--- config.mk ---
export PLATFORM = sky130hd
export DESIGN_NAME = lsu_cmd_encoder
export DESIGN_NICKNAME = d
export VERILOG_FILES = /design/src/lsu_pkg.sv /design/src/lsu_cmd_encoder.sv
export SDC_FILE = /design/constraint.sdc
export NUM_CORES = 1
export LEC_CHECK = 0
export ABC_AREA = 1
export BUFFER_PORTS_ARGS = -buffer_cell sky130_fd_sc_hd__buf_4
export CAP_MARGIN = 0
export CORE_AREA = 2 2 128 130
export DETAILED_ROUTE_END_ITERATION = 10
export DIE_AREA = 0 0 130 132
export GPL_TIMING_DRIVEN = 0
export PLACE_DENSITY = 0.64
export SETUP_SLACK_MARGIN = 0.15
export SLEW_MARGIN = 20
export SYNTH_ARGS = -nofsm -noshare
export SYNTH_HDL_FRONTEND = slang
export SYNTH_SLANG_ARGS = --single-unit
--- constraint.sdc ---
create_clock -name vclk -period 6.5
set_clock_uncertainty 0.1 [all_clocks]
set_input_delay 0.975 -clock vclk [all_inputs]
set_output_delay 0.975 -clock vclk [all_outputs]
set_load 0.005 [all_outputs]
--- src/lsu_pkg.sv ---
// shared types that the load/store unit and data memory reference by scoped name
`default_nettype none

package lsu_pkg;

    // ------------------------------
    // basic widths
    // ------------------------------
    typedef logic [63:0] bus64_t;
    typedef logic [39:0] addr_t; // physical address
    typedef logic [4:0]  reg_t;

    typedef enum logic [1:0] {
        mem_load  = 2'd0,
        mem_store = 2'd1,
        mem_amo   = 2'd2
    } mem_op_t;

    typedef enum logic [3:0] {
        amo_lr, amo_sc, amo_swap, amo_add, amo_xor, amo_and,
        amo_or, amo_min, amo_max, amo_minu, amo_maxu
    } amo_op_t;

    // data cache command codes
    typedef enum logic [4:0] {
        cmd_load  = 5'b00000,
        cmd_store = 5'b00001,
        cmd_swap  = 5'b00100,
        cmd_lr    = 5'b00110,
        cmd_sc    = 5'b00111,
        cmd_add   = 5'b01000,
        cmd_xor   = 5'b01001,
        cmd_or    = 5'b01010,
        cmd_and   = 5'b01011,
        cmd_min   = 5'b01100,
        cmd_max   = 5'b01101,
        cmd_minu  = 5'b01110,
        cmd_maxu  = 5'b01111
    } dmem_cmd_t;

    typedef enum logic [1:0] {
        xcpt_none       = 2'd0,
        xcpt_misaligned = 2'd1,
        xcpt_access     = 2'd2
    } xcpt_t;

    // ------------------------------
    // bundles
    // ------------------------------
    typedef struct packed {
        mem_op_t    mem_op;
        amo_op_t    amo_op;
        logic [2:0] funct3;
        reg_t       rd;
        bus64_t     rs1_data;
        bus64_t     rs2_data;
        bus64_t     imm;
    } lsu_op_t;

    typedef struct packed {
        dmem_cmd_t  cmd;
        addr_t      addr;
        logic [2:0] funct3;        // size in [1:0], unsigned in [2]
        bus64_t     data;
        logic [7:0] tag;
        logic       invalidate_lr;
        logic       kill;
    } dmem_req_t;

    typedef struct packed {
        bus64_t     data;
        logic [7:0] tag;
        logic       ma_ld;
        logic       ma_st;
        logic       af_ld;
        logic       af_st;
    } dmem_resp_t;

    typedef struct packed {
        reg_t   rd;
        bus64_t data;
        xcpt_t  xcpt;
    } lsu_wb_t;

endpackage

`default_nettype wire

--- src/lsu_cmd_encoder.sv ---
// combinational encoder from a pipeline memory operation to a data cache request
`timescale 1ns/1ps
`default_nettype none

module lsu_cmd_encoder (
    input  lsu_pkg::lsu_op_t   op_i,
    output lsu_pkg::dmem_req_t req_o
);

    lsu_pkg::dmem_cmd_t cmd;

    // ------------------------------
    // command code
    // ------------------------------
    always_comb begin
        cmd = lsu_pkg::cmd_load;
        case (op_i.mem_op)
            lsu_pkg::mem_load:  cmd = lsu_pkg::cmd_load;
            lsu_pkg::mem_store: cmd = lsu_pkg::cmd_store;
            lsu_pkg::mem_amo: begin
                case (op_i.amo_op)
                    lsu_pkg::amo_lr:   cmd = lsu_pkg::cmd_lr;
                    lsu_pkg::amo_sc:   cmd = lsu_pkg::cmd_sc;
                    lsu_pkg::amo_swap: cmd = lsu_pkg::cmd_swap;
                    lsu_pkg::amo_add:  cmd = lsu_pkg::cmd_add;
                    lsu_pkg::amo_xor:  cmd = lsu_pkg::cmd_xor;
                    lsu_pkg::amo_and:  cmd = lsu_pkg::cmd_and;
                    lsu_pkg::amo_or:   cmd = lsu_pkg::cmd_or;
                    lsu_pkg::amo_min:  cmd = lsu_pkg::cmd_min;
                    lsu_pkg::amo_max:  cmd = lsu_pkg::cmd_max;
                    lsu_pkg::amo_minu: cmd = lsu_pkg::cmd_minu;
                    lsu_pkg::amo_maxu: cmd = lsu_pkg::cmd_maxu;
                    default:           cmd = lsu_pkg::cmd_load;
                endcase
            end
            default: cmd = lsu_pkg::cmd_load;
        endcase
    end

    // ------------------------------
    // request fields
    // ------------------------------
    always_comb begin
        req_o.cmd = cmd;
        // atomics take rs1 as is without an offset
        if (op_i.mem_op == lsu_pkg::mem_amo) begin
            req_o.addr = op_i.rs1_data[39:0];
        end else begin
            req_o.addr = op_i.rs1_data[39:0] + op_i.imm[39:0];
        end
        req_o.funct3        = op_i.funct3;
        req_o.data          = op_i.rs2_data;
        req_o.tag           = {2'b00, op_i.rd, 1'b0}; // bit 0 is the fp flag, always clear
        req_o.invalidate_lr = 1'b0;                  // filled in by the controller
        req_o.kill          = 1'b0;
    end

endmodule

`default_nettype wire

==> impl_metrics.yaml <==
global_routing:
  grt_overflow: 0
  grt_util_all_layers_pct: 17.7
  grt_pass1_vias: 5080
  grt_pass1_wl_um: 24900
  grt_max_degree: 11
  antenna_found_initial: 0
finish:
  seqCellArea_um2: 0
  antennaDiodeCount: 0
  drive_gt1_share_pct: 30.1
  layout_common_cells: "nand2_1, buf_4, inv_1"
  nFillCells: 1798
  fin_area_um2: 6020
  clkbuf_count: 0
  layout.nets: 1288
  syn2layout_area_growth_pct: 42.9
  seq_cells: 0
  final_common_cell: "nand2_1"
run_status:
  outcome: "finished, final reports clean"
floorplanning:
  io_pins: 328
  dieWidth_um: 130
  core-area_um2: 15700
  start_util_pct: 26.8
  dieArea_um2: 17200
  die_height_um: 132
  rows: 46
synth:
  yosysWarnings: 0
  synth_area_um2: 4210
  netlist_instances: 827
  syn_area_per_cell_um2: 5.09
  ys_types: 31
  synth_seq_area_share_pct: 0
sta:
  fmax_ghz: 0.244
  worst_slew_pin_slew_ns: 0.676
  slew_viol_final: 0
  timing.hold.ws_ns: 2.02
  period_share_pct: 63.0
  fin_setup_tns_ns: 0
  setup_viol: 0
  rsz0062_at_grt: "false"
  hold_violations: 0
  slew_headroom_pct: 54.9
  min_period_ns: 4.10
drt:
  routed-via-count: 5408
  dr.pass1.iters: 5
  dr.first_iter.drc_count: 276
  wl_um: 16000
  drc_errors: 0
  antenna_left: 0
  vias_per_cell: 4.33
  wl_per_cell_um: 12.8
power:
  total_power_mw: 0.531
  powerDensity_nw_per_um2: 88.2
  p_leak_nw: 3.67
  peakVddDrop_uv: 30.8
flow_run:
  maxCapViolations: 0
clocking:
  postCtsSetupBuffers: 0
  cts_resized: 0
  holdBufCountCts: 0
place:
  numPortBuffers: 202
  postPlaceCellArea_um2: 6020
  hpwl_um: 14300
  gp_congestion: 0.939
min_path:
  min_from: "op_i[72]"
  holdCritPathClass: "in -> out"
worst_setup_path:
  end_kind: "primary output"
  arrival_ns: 3.02
  critPathMaxFanout: 5
  start_kind: "primary input"
  worstPathRequired_ns: 5.42
  critPathKind: "in -> out"
  startpoint: "op_i[128]"
## routing by layer
metal	GRT usage, %	part of all wire, %	vias up
met5	0	0	-
met4	3.29	1.9	0
met3	0.852	7.0	16
met2	30.3	46	209
met1	24.5	45	2307
li1	-	-	2876
## cell families after synthesis
family / Yosys count / synth area share, %
other: 1 / 0.0890
buffers and inverters: 223 / 26.9
AO/OA/AOI/OAI: 72 / 9.00
AND/OR/NAND/NOR: 470 / 47.0
adder cells (fa/ha/maj): 46 / 13.8
XOR/XNOR: 15 / 3.12
## critical path, stage by stage
cell     delay (ns)
buf_4          0.08
ha_1           0.18
inv_1          0.06
fa_1           0.35
inv_1          0.18
nand3_1        0.15
nand3_2        0.14
nand2_1        0.07
nand3_1        0.10
nand2_1        0.06
nand2_1        0.12
nand2_1        0.10
nand2_1        0.07
nand2_1        0.05
nand3_1        0.12
nand2_1        0.07
buf_4          0.14
## Yosys cell counts
library cell	n	area (µm²)
o21bai_1	2	15.0
nor2_1	64	240
nor3_1	6	30.0
conb_1	1	3.75
xnor2_1	14	123
a21oi_1	34	170
nand2_2	6	37.5
nand3_2	9	90.1
inv_1	136	510
o311ai_0	1	8.76
clkbuf_1	6	22.5
and2_4	1	8.76
nor2_4	3	33.8
or2_1	3	18.8
ha_1	45	563
a211oi_1	1	7.51
nand2_1	312	1170
inv_2	1	3.75
o21ai_1	7	35.0
buf_2	1	5.00
a22oi_1	1	7.51
nor2_2	4	25.0
nand3_1	54	270
xor2_1	1	8.76
a31oi_1	1	6.26
buf_4	79	593
fa_1	1	20.0
a2111oi_0	1	8.76
nand3b_1	3	22.5
or2_2	5	31.3
o21ai_0	24	120
## power breakdown
group          leakage (nW)  internal [mW]  total [mW]  switching (mW)
sequential                0              0           0               0
combinational          3.67          0.255       0.531           0.276
clock                     0              0           0               0
total                  3.67          0.255       0.531           0.276
## area by class of cell
cell class	instances	area, µm²	area share, %
Tap cell	216	270	4.49
Multi-Input combinational cell	609	3100	51.4
Inverter	137	514	8.55
Timing Repair Buffer	202	1520	25.2
Buffer	86	621	10.3
## path summary, 6_finish.rpt
| check | to | slack (ns) | cells past startpoint |
|---|---|---|---|
| worst min-delay path | req_o[18] | 2.02 | 2 |
| worst max-delay path | req_o[109] | 2.40 | 17 |
## per-stage QoR
stage / instances / util [%] / setup WS (ns)
after CTS: 1250 / 38.3 / 2.41
after floorplan: 832 / - / 3.04
after global placement: 1250 / 38.3 / 2.45
final: 1250 / 38.3 / 2.40
after global routing: 1250 / 38.3 / 2.13
after detailed placement: 1250 / 38.3 / 2.42
No activity file was read; power rests on OpenSTA's default activity.
