[src/lsu_pkg.sv]
// shared types that the load/store unit and data memory reference by scoped name
`default_nettype none

package lsu_pkg;

    // ------------------------------
    // basic widths
    // ------------------------------
    typedef logic [63:0] bus64_t;
    typedef logic [39:0] addr_t; // physical address
    typedef logic [4:0]  reg_t;

    typedef enum logic [1:0] {
        mem_load  = 2'd0,
        mem_store = 2'd1,
        mem_amo   = 2'd2
    } mem_op_t;

    typedef enum logic [3:0] {
        amo_lr, amo_sc, amo_swap, amo_add, amo_xor, amo_and,
        amo_or, amo_min, amo_max, amo_minu, amo_maxu
    } amo_op_t;

    // data cache command codes
    typedef enum logic [4:0] {
        cmd_load  = 5'b00000,
        cmd_store = 5'b00001,
        cmd_swap  = 5'b00100,
        cmd_lr    = 5'b00110,
        cmd_sc    = 5'b00111,
        cmd_add   = 5'b01000,
        cmd_xor   = 5'b01001,
        cmd_or    = 5'b01010,
        cmd_and   = 5'b01011,
        cmd_min   = 5'b01100,
        cmd_max   = 5'b01101,
        cmd_minu  = 5'b01110,
        cmd_maxu  = 5'b01111
    } dmem_cmd_t;

    typedef enum logic [1:0] {
        xcpt_none       = 2'd0,
        xcpt_misaligned = 2'd1,
        xcpt_access     = 2'd2
    } xcpt_t;

    // ------------------------------
    // bundles
    // ------------------------------
    typedef struct packed {
        mem_op_t    mem_op;
        amo_op_t    amo_op;
        logic [2:0] funct3;
        reg_t       rd;
        bus64_t     rs1_data;
        bus64_t     rs2_data;
        bus64_t     imm;
    } lsu_op_t;

    typedef struct packed {
        dmem_cmd_t  cmd;
        addr_t      addr;
        logic [2:0] funct3;        // size in [1:0], unsigned in [2]
        bus64_t     data;
        logic [7:0] tag;
        logic       invalidate_lr;
        logic       kill;
    } dmem_req_t;

    typedef struct packed {
        bus64_t     data;
        logic [7:0] tag;
        logic       ma_ld;
        logic       ma_st;
        logic       af_ld;
        logic       af_st;
    } dmem_resp_t;

    typedef struct packed {
        reg_t   rd;
        bus64_t data;
        xcpt_t  xcpt;
    } lsu_wb_t;

endpackage

`default_nettype wire

[src/lsu_ctrl.sv]
// request/response FSM of the load/store unit that drives the stall and the writeback
`timescale 1ns/1ps
`default_nettype none

module lsu_ctrl #(
    parameter lsu_pkg::addr_t io_base_addr = 40'h0080000000
) (
    input  wire                 clk_i,
    input  wire                 rstn_i,
    input  wire                 valid_i,
    input  wire                 kill_i,
    input  wire                 csr_eret_i,
    input  lsu_pkg::dmem_req_t  enc_req_i,
    input  wire                 req_ready_i,
    input  wire                 resp_valid_i,
    input  lsu_pkg::dmem_resp_t resp_i,
    output logic                req_valid_o,
    output lsu_pkg::dmem_req_t  req_o,
    output logic                lock_o,
    output logic                wb_valid_o,
    output lsu_pkg::lsu_wb_t    wb_o
);

    typedef enum logic [1:0] {
        st_reset,
        st_idle,
        st_request,
        st_wait
    } state_t;

    state_t state_q;
    state_t state_d;
    logic   io_store;     // outstanding op is a store to the io register
    logic   release_early;
    logic   any_xcpt;

    assign io_store = (enc_req_i.cmd == lsu_pkg::cmd_store) &&
                      (enc_req_i.addr == io_base_addr);
    assign release_early = kill_i | io_store;

    // ------------------------------
    // state machine
    // ------------------------------
    always_ff @(posedge clk_i or negedge rstn_i) begin
        if (!rstn_i) begin
            state_q <= st_reset;
        end else begin
            state_q <= state_d;
        end
    end

    always_comb begin
        state_d     = state_q;
        req_valid_o = 1'b0;
        lock_o      = 1'b0;
        case (state_q)
            st_reset: state_d = st_idle;
            st_idle: begin
                // back-pressure keeps the lock up without issuing
                req_valid_o = valid_i & ~kill_i & req_ready_i;
                lock_o      = valid_i & ~kill_i;
                state_d     = req_valid_o ? st_request : st_idle;
            end
            st_request: begin
                lock_o  = ~release_early;
                state_d = release_early ? st_idle : st_wait;
            end
            st_wait: begin
                if (resp_valid_i) begin
                    state_d = st_idle;
                end else begin
                    lock_o  = ~release_early;
                    state_d = release_early ? st_idle : st_wait;
                end
            end
            default: state_d = st_reset;
        endcase
    end

    // request toward memory
    always_comb begin
        req_o               = enc_req_i;
        req_o.invalidate_lr = csr_eret_i;
        req_o.kill          = kill_i;
    end

    // ------------------------------
    // writeback
    // ------------------------------
    assign any_xcpt = resp_i.ma_ld | resp_i.ma_st | resp_i.af_ld | resp_i.af_st;

    // a clean store has nothing to write back
    assign wb_valid_o = resp_valid_i &
                        ~((enc_req_i.cmd == lsu_pkg::cmd_store) & ~any_xcpt);

    always_comb begin
        wb_o.rd   = resp_i.tag[5:1];
        wb_o.data = resp_i.data;
        if (resp_i.ma_ld | resp_i.ma_st) begin
            wb_o.xcpt = lsu_pkg::xcpt_misaligned;
        end else if (resp_i.af_ld | resp_i.af_st) begin
            wb_o.xcpt = lsu_pkg::xcpt_access;
        end else begin
            wb_o.xcpt = lsu_pkg::xcpt_none;
        end
    end

    // an issue never overlaps a response still in flight
    a_issue_from_idle: assert property (@(posedge clk_i) disable iff (!rstn_i)
        req_valid_o |-> !resp_valid_i);

    // after a response only a freshly presented op may raise the lock
    a_unlock_after_resp: assert property (@(posedge clk_i) disable iff (!rstn_i)
        resp_valid_i |=> !lock_o || (valid_i && !kill_i));

endmodule

`default_nettype wire

[config.mk]
export PLATFORM = sky130hd
export DESIGN_NAME = lsu_ctrl
export DESIGN_NICKNAME = d
export VERILOG_FILES = /design/src/lsu_pkg.sv /design/src/lsu_ctrl.sv
export SDC_FILE = /design/constraint.sdc
export NUM_CORES = 1
export LEC_CHECK = 0
export BUFFER_PORTS_ARGS = -buffer_cell sky130_fd_sc_hd__clkbuf_2
export CORE_AREA = 2 2 156 158
export DETAILED_ROUTE_END_ITERATION = 10
export DIE_AREA = 0 0 158 160
export PLACE_DENSITY = 0.44
export SYNTH_ARGS = -nofsm -noshare
export SYNTH_HDL_FRONTEND = slang
export SYNTH_SLANG_ARGS = --single-unit
[constraint.sdc]
create_clock -name clk_i -period 0.81 [get_ports clk_i]
set_input_delay 0.081 -clock clk_i [delete_from_list [all_inputs] [get_ports clk_i]]
set_output_delay 0.081 -clock clk_i [all_outputs]
set_load 0.01 [all_outputs]
==> flow_summary.ini <==
[final_layout]
drive_above_1_share = 0.915
antennaDiodeCount = 0
area.growth.synth_to_final_pct = 0.668
fin_nets = 384
largest_register = state_q
nFillCells = 2835
top_regs = state_q (2)
postLayoutCellArea_sq_um = 1700
largest_reg_flops = 2

[synth]
synth_top_family_by_area = buffers and inverters
seq_area_frac_synth = 0.0297
ys_types = 14
ys_ff_latch = 2
synthCells = 224
synth.avg_cell_area_sq_um = 7.53
ys_warn_count = 0
synth_adder_area_share = 0
synthXorXnorAreaFrac = 0
muxShareOfSynthArea = 0
syn-num-nets = 429
synth_compound_gate_area_share = 0.0171
syn-cell-area_sq_um = 1690
synth-simple-area-share = 0.0942

[setup_path]
reg2reg_depth = 7
cp_data_arrival_time_ps = 1380
crit_end = lock_o
cp.required_ps = 730
crit_start = state_q[1]
setup.worst_path.start_class = flop
path_cells = inv_1, a211oi_4, o31ai_2, buf_4, a21oi_2, buf_2
cp_max_fo = 2
r2r-end = state_q[1]
critPathMaxStageDelay_ps = 350
critPathKind = flop to output pin
crit_family = compound AO/OA/AOI/OAI gates
cp.depth = 6
r2r_start = state_q[1]
critPathSlowestCell = dfrtp_1
endpoint_kind = output pin
rrSetupSlack_ps = -450
cp.buffers_inverters = 3

[global_route]
track_usage = 0.0435
globalRouteOverflowTotal = 0
antenna_found_initial = 0
grt_start_max_net_pins = 4
grt_pass1_vias = 1153
grt_pass1_wl_mm = 7.42

[clock_network]
cts-root-buf = clkbuf_16
clock_sinks = 2
numCtsBuffers = 3
path_clk_slew_ps = 30
clk_latency_ps = 220
h-tree-depth = 1
cts_tree = done
clockBufferDepth = 2

[power_and_ir_drop]
power.internal_mw = 1.07
pwr_density_cell_nw_per_um2 = 870
clock_power_share = 0.492
power_mw = 1.48
netSwitchingPower_mw = 0.404
p_comb_frac = 0.433
swShare = 0.274
p_seq_frac = 0.075
ir_worst_vdd_uv = 704
p_leak_nw = 0.758

[placed_design]
globalplace.congestion = 0.637
dp_hpwl_mm = 5.42
io_buffers = 105
placed_cell_area_sq_um = 1430
dp_slack_ps = -816

[floorplan]
die_w_um = 158
core_sq_um = 23800
die_h_um = 160
dieArea_sq_um = 25300
io_pins = 401
rows = 57
initial_core_util = 0.0708

[route]
wl_per_cell_um = 12.5
drcViolationCount = 0
drt_iter0_drc = 16
ant_nets = 0
route.vias.total = 1130
routed_wl_mm = 6.29
avgViaCountPerCell = 2.26
dr.pass1.iters = 4

[flow_run]
drv_cap = 0

[timing]
hold_slack_ps = 153
setup_tns_ps = -1690
finalSetupViolations = 5
timing_hold_violations_final = 0
skew_ps = 2.55
period_share = 1.80
slew_violations = 0
rsz0062_at_grt = true
fin_ws_ps = -649
worstMarginPinSlew_ps = 252
fmax_mhz = 686
relSlewSlack = 0.831
min_period_ps = 1460

[worst_hold_path]
hold_class = input port to flop

[outcome]
violations = setup timing
status = finished with violations
## cell type report
cell class | instances | area [sq um] | share of cell area
clock buffer | 3 | 75.1 | 0.0442
timing repair buffer | 141 | 847 | 0.499
tap | 324 | 405 | 0.239
sequential | 2 | 50.0 | 0.0295
inverter | 4 | 15.0 | 0.00884
multi-input combinational | 27 | 305 | 0.180
## cell usage after synthesis (all sizes together)
master,n,area share
buf,191,0.85
nor4,9,0.048
nor2,6,0.013
inv,4,0.0089
nand4,4,0.015
dfrtp,2,0.030
nand2,2,0.0045
a211oi,1,0.0045
a21oi,1,0.0030
a41oi,1,0.0052
nor3b,1,0.0045
nor4b,1,0.0089
o31ai,1,0.0045
## worst reg2reg max path, delay by kind of cell, from the launching register on
| kind | cells | cell delay, ps |
|---|---|---|
| buf+inv | 4 | 450 |
| compound gates | 2 | 350 |
| simple gates | 1 | 40 |
| flops | 1 | 350 |
## cells by family after synthesis
kind of cell,after synthesis
DFF,2
and+or+nand+nor,23
AOI/OAI and AO/OA,4
buffers and inverters,195
## timing repair
action                                  CTS  global route
endpoints found under the setup margin    5             6
pin swaps                                 6             8
endpoints found under the hold margin     2             0
gates resized for setup                  13            25
setup buffers                             2             4
hold buffers                              1             0
## power groups by stage
stage,combinational (mW),clock (mW),sequential [mW]
floorplan,1.02,0,0.110
global placement,0.559,0,0.110
detailed placement,0.557,0,0.110
CTS,0.602,0.740,0.110
global route,0.696,0.751,0.111
finish,0.641,0.727,0.110
## worst min-delay path by stage
stage                       start    endpoint  slack, ps  depth (start not counted)
finish                req_ready_i  state_q[0]        150                          2
global route        enc_req_i[10]   req_o[10]        160                          0
CTS                 enc_req_i[22]   req_o[22]        160                          0
detailed placement         rstn_i  state_q[1]       -130                          1
global placement           rstn_i  state_q[0]       -130                          1
floorplan                  rstn_i  state_q[0]       -210                          0
## metal layers
metal,track usage,wire (um),up-vias
met5,0,0,-
met2,0.0743,2970,185
li1,-,-,430
met3,0.0377,1330,92
met1,0.0215,1210,423
met4,0.0524,775,0
## per-stage QoR
stage | std cells | util
final | 501 | 0.0713
after global routing | 501 | 0.0713
after CTS | 499 | 0.0670
after detailed placement | 494 | 0.0600
after global placement | 494 | 0.0600
after floorplan | 224 | -
## cells in the final DEF (no fill, tap or decap), drive strengths merged
master       netlist  layout
a211oi             1       1
dfrtp              2       2
nor4               9       9
nor4b              1       1
nor2               6       6
clkbuf             0     100
nand4              4       4
inv                4       4
nor3b              1       1
nand2              2       2
o31ai              1       1
buf              191      43
a21oi              1       1
dlygate4sd3        0       1
a41oi              1       1
No activity file was read; power rests on OpenSTA's default activity.
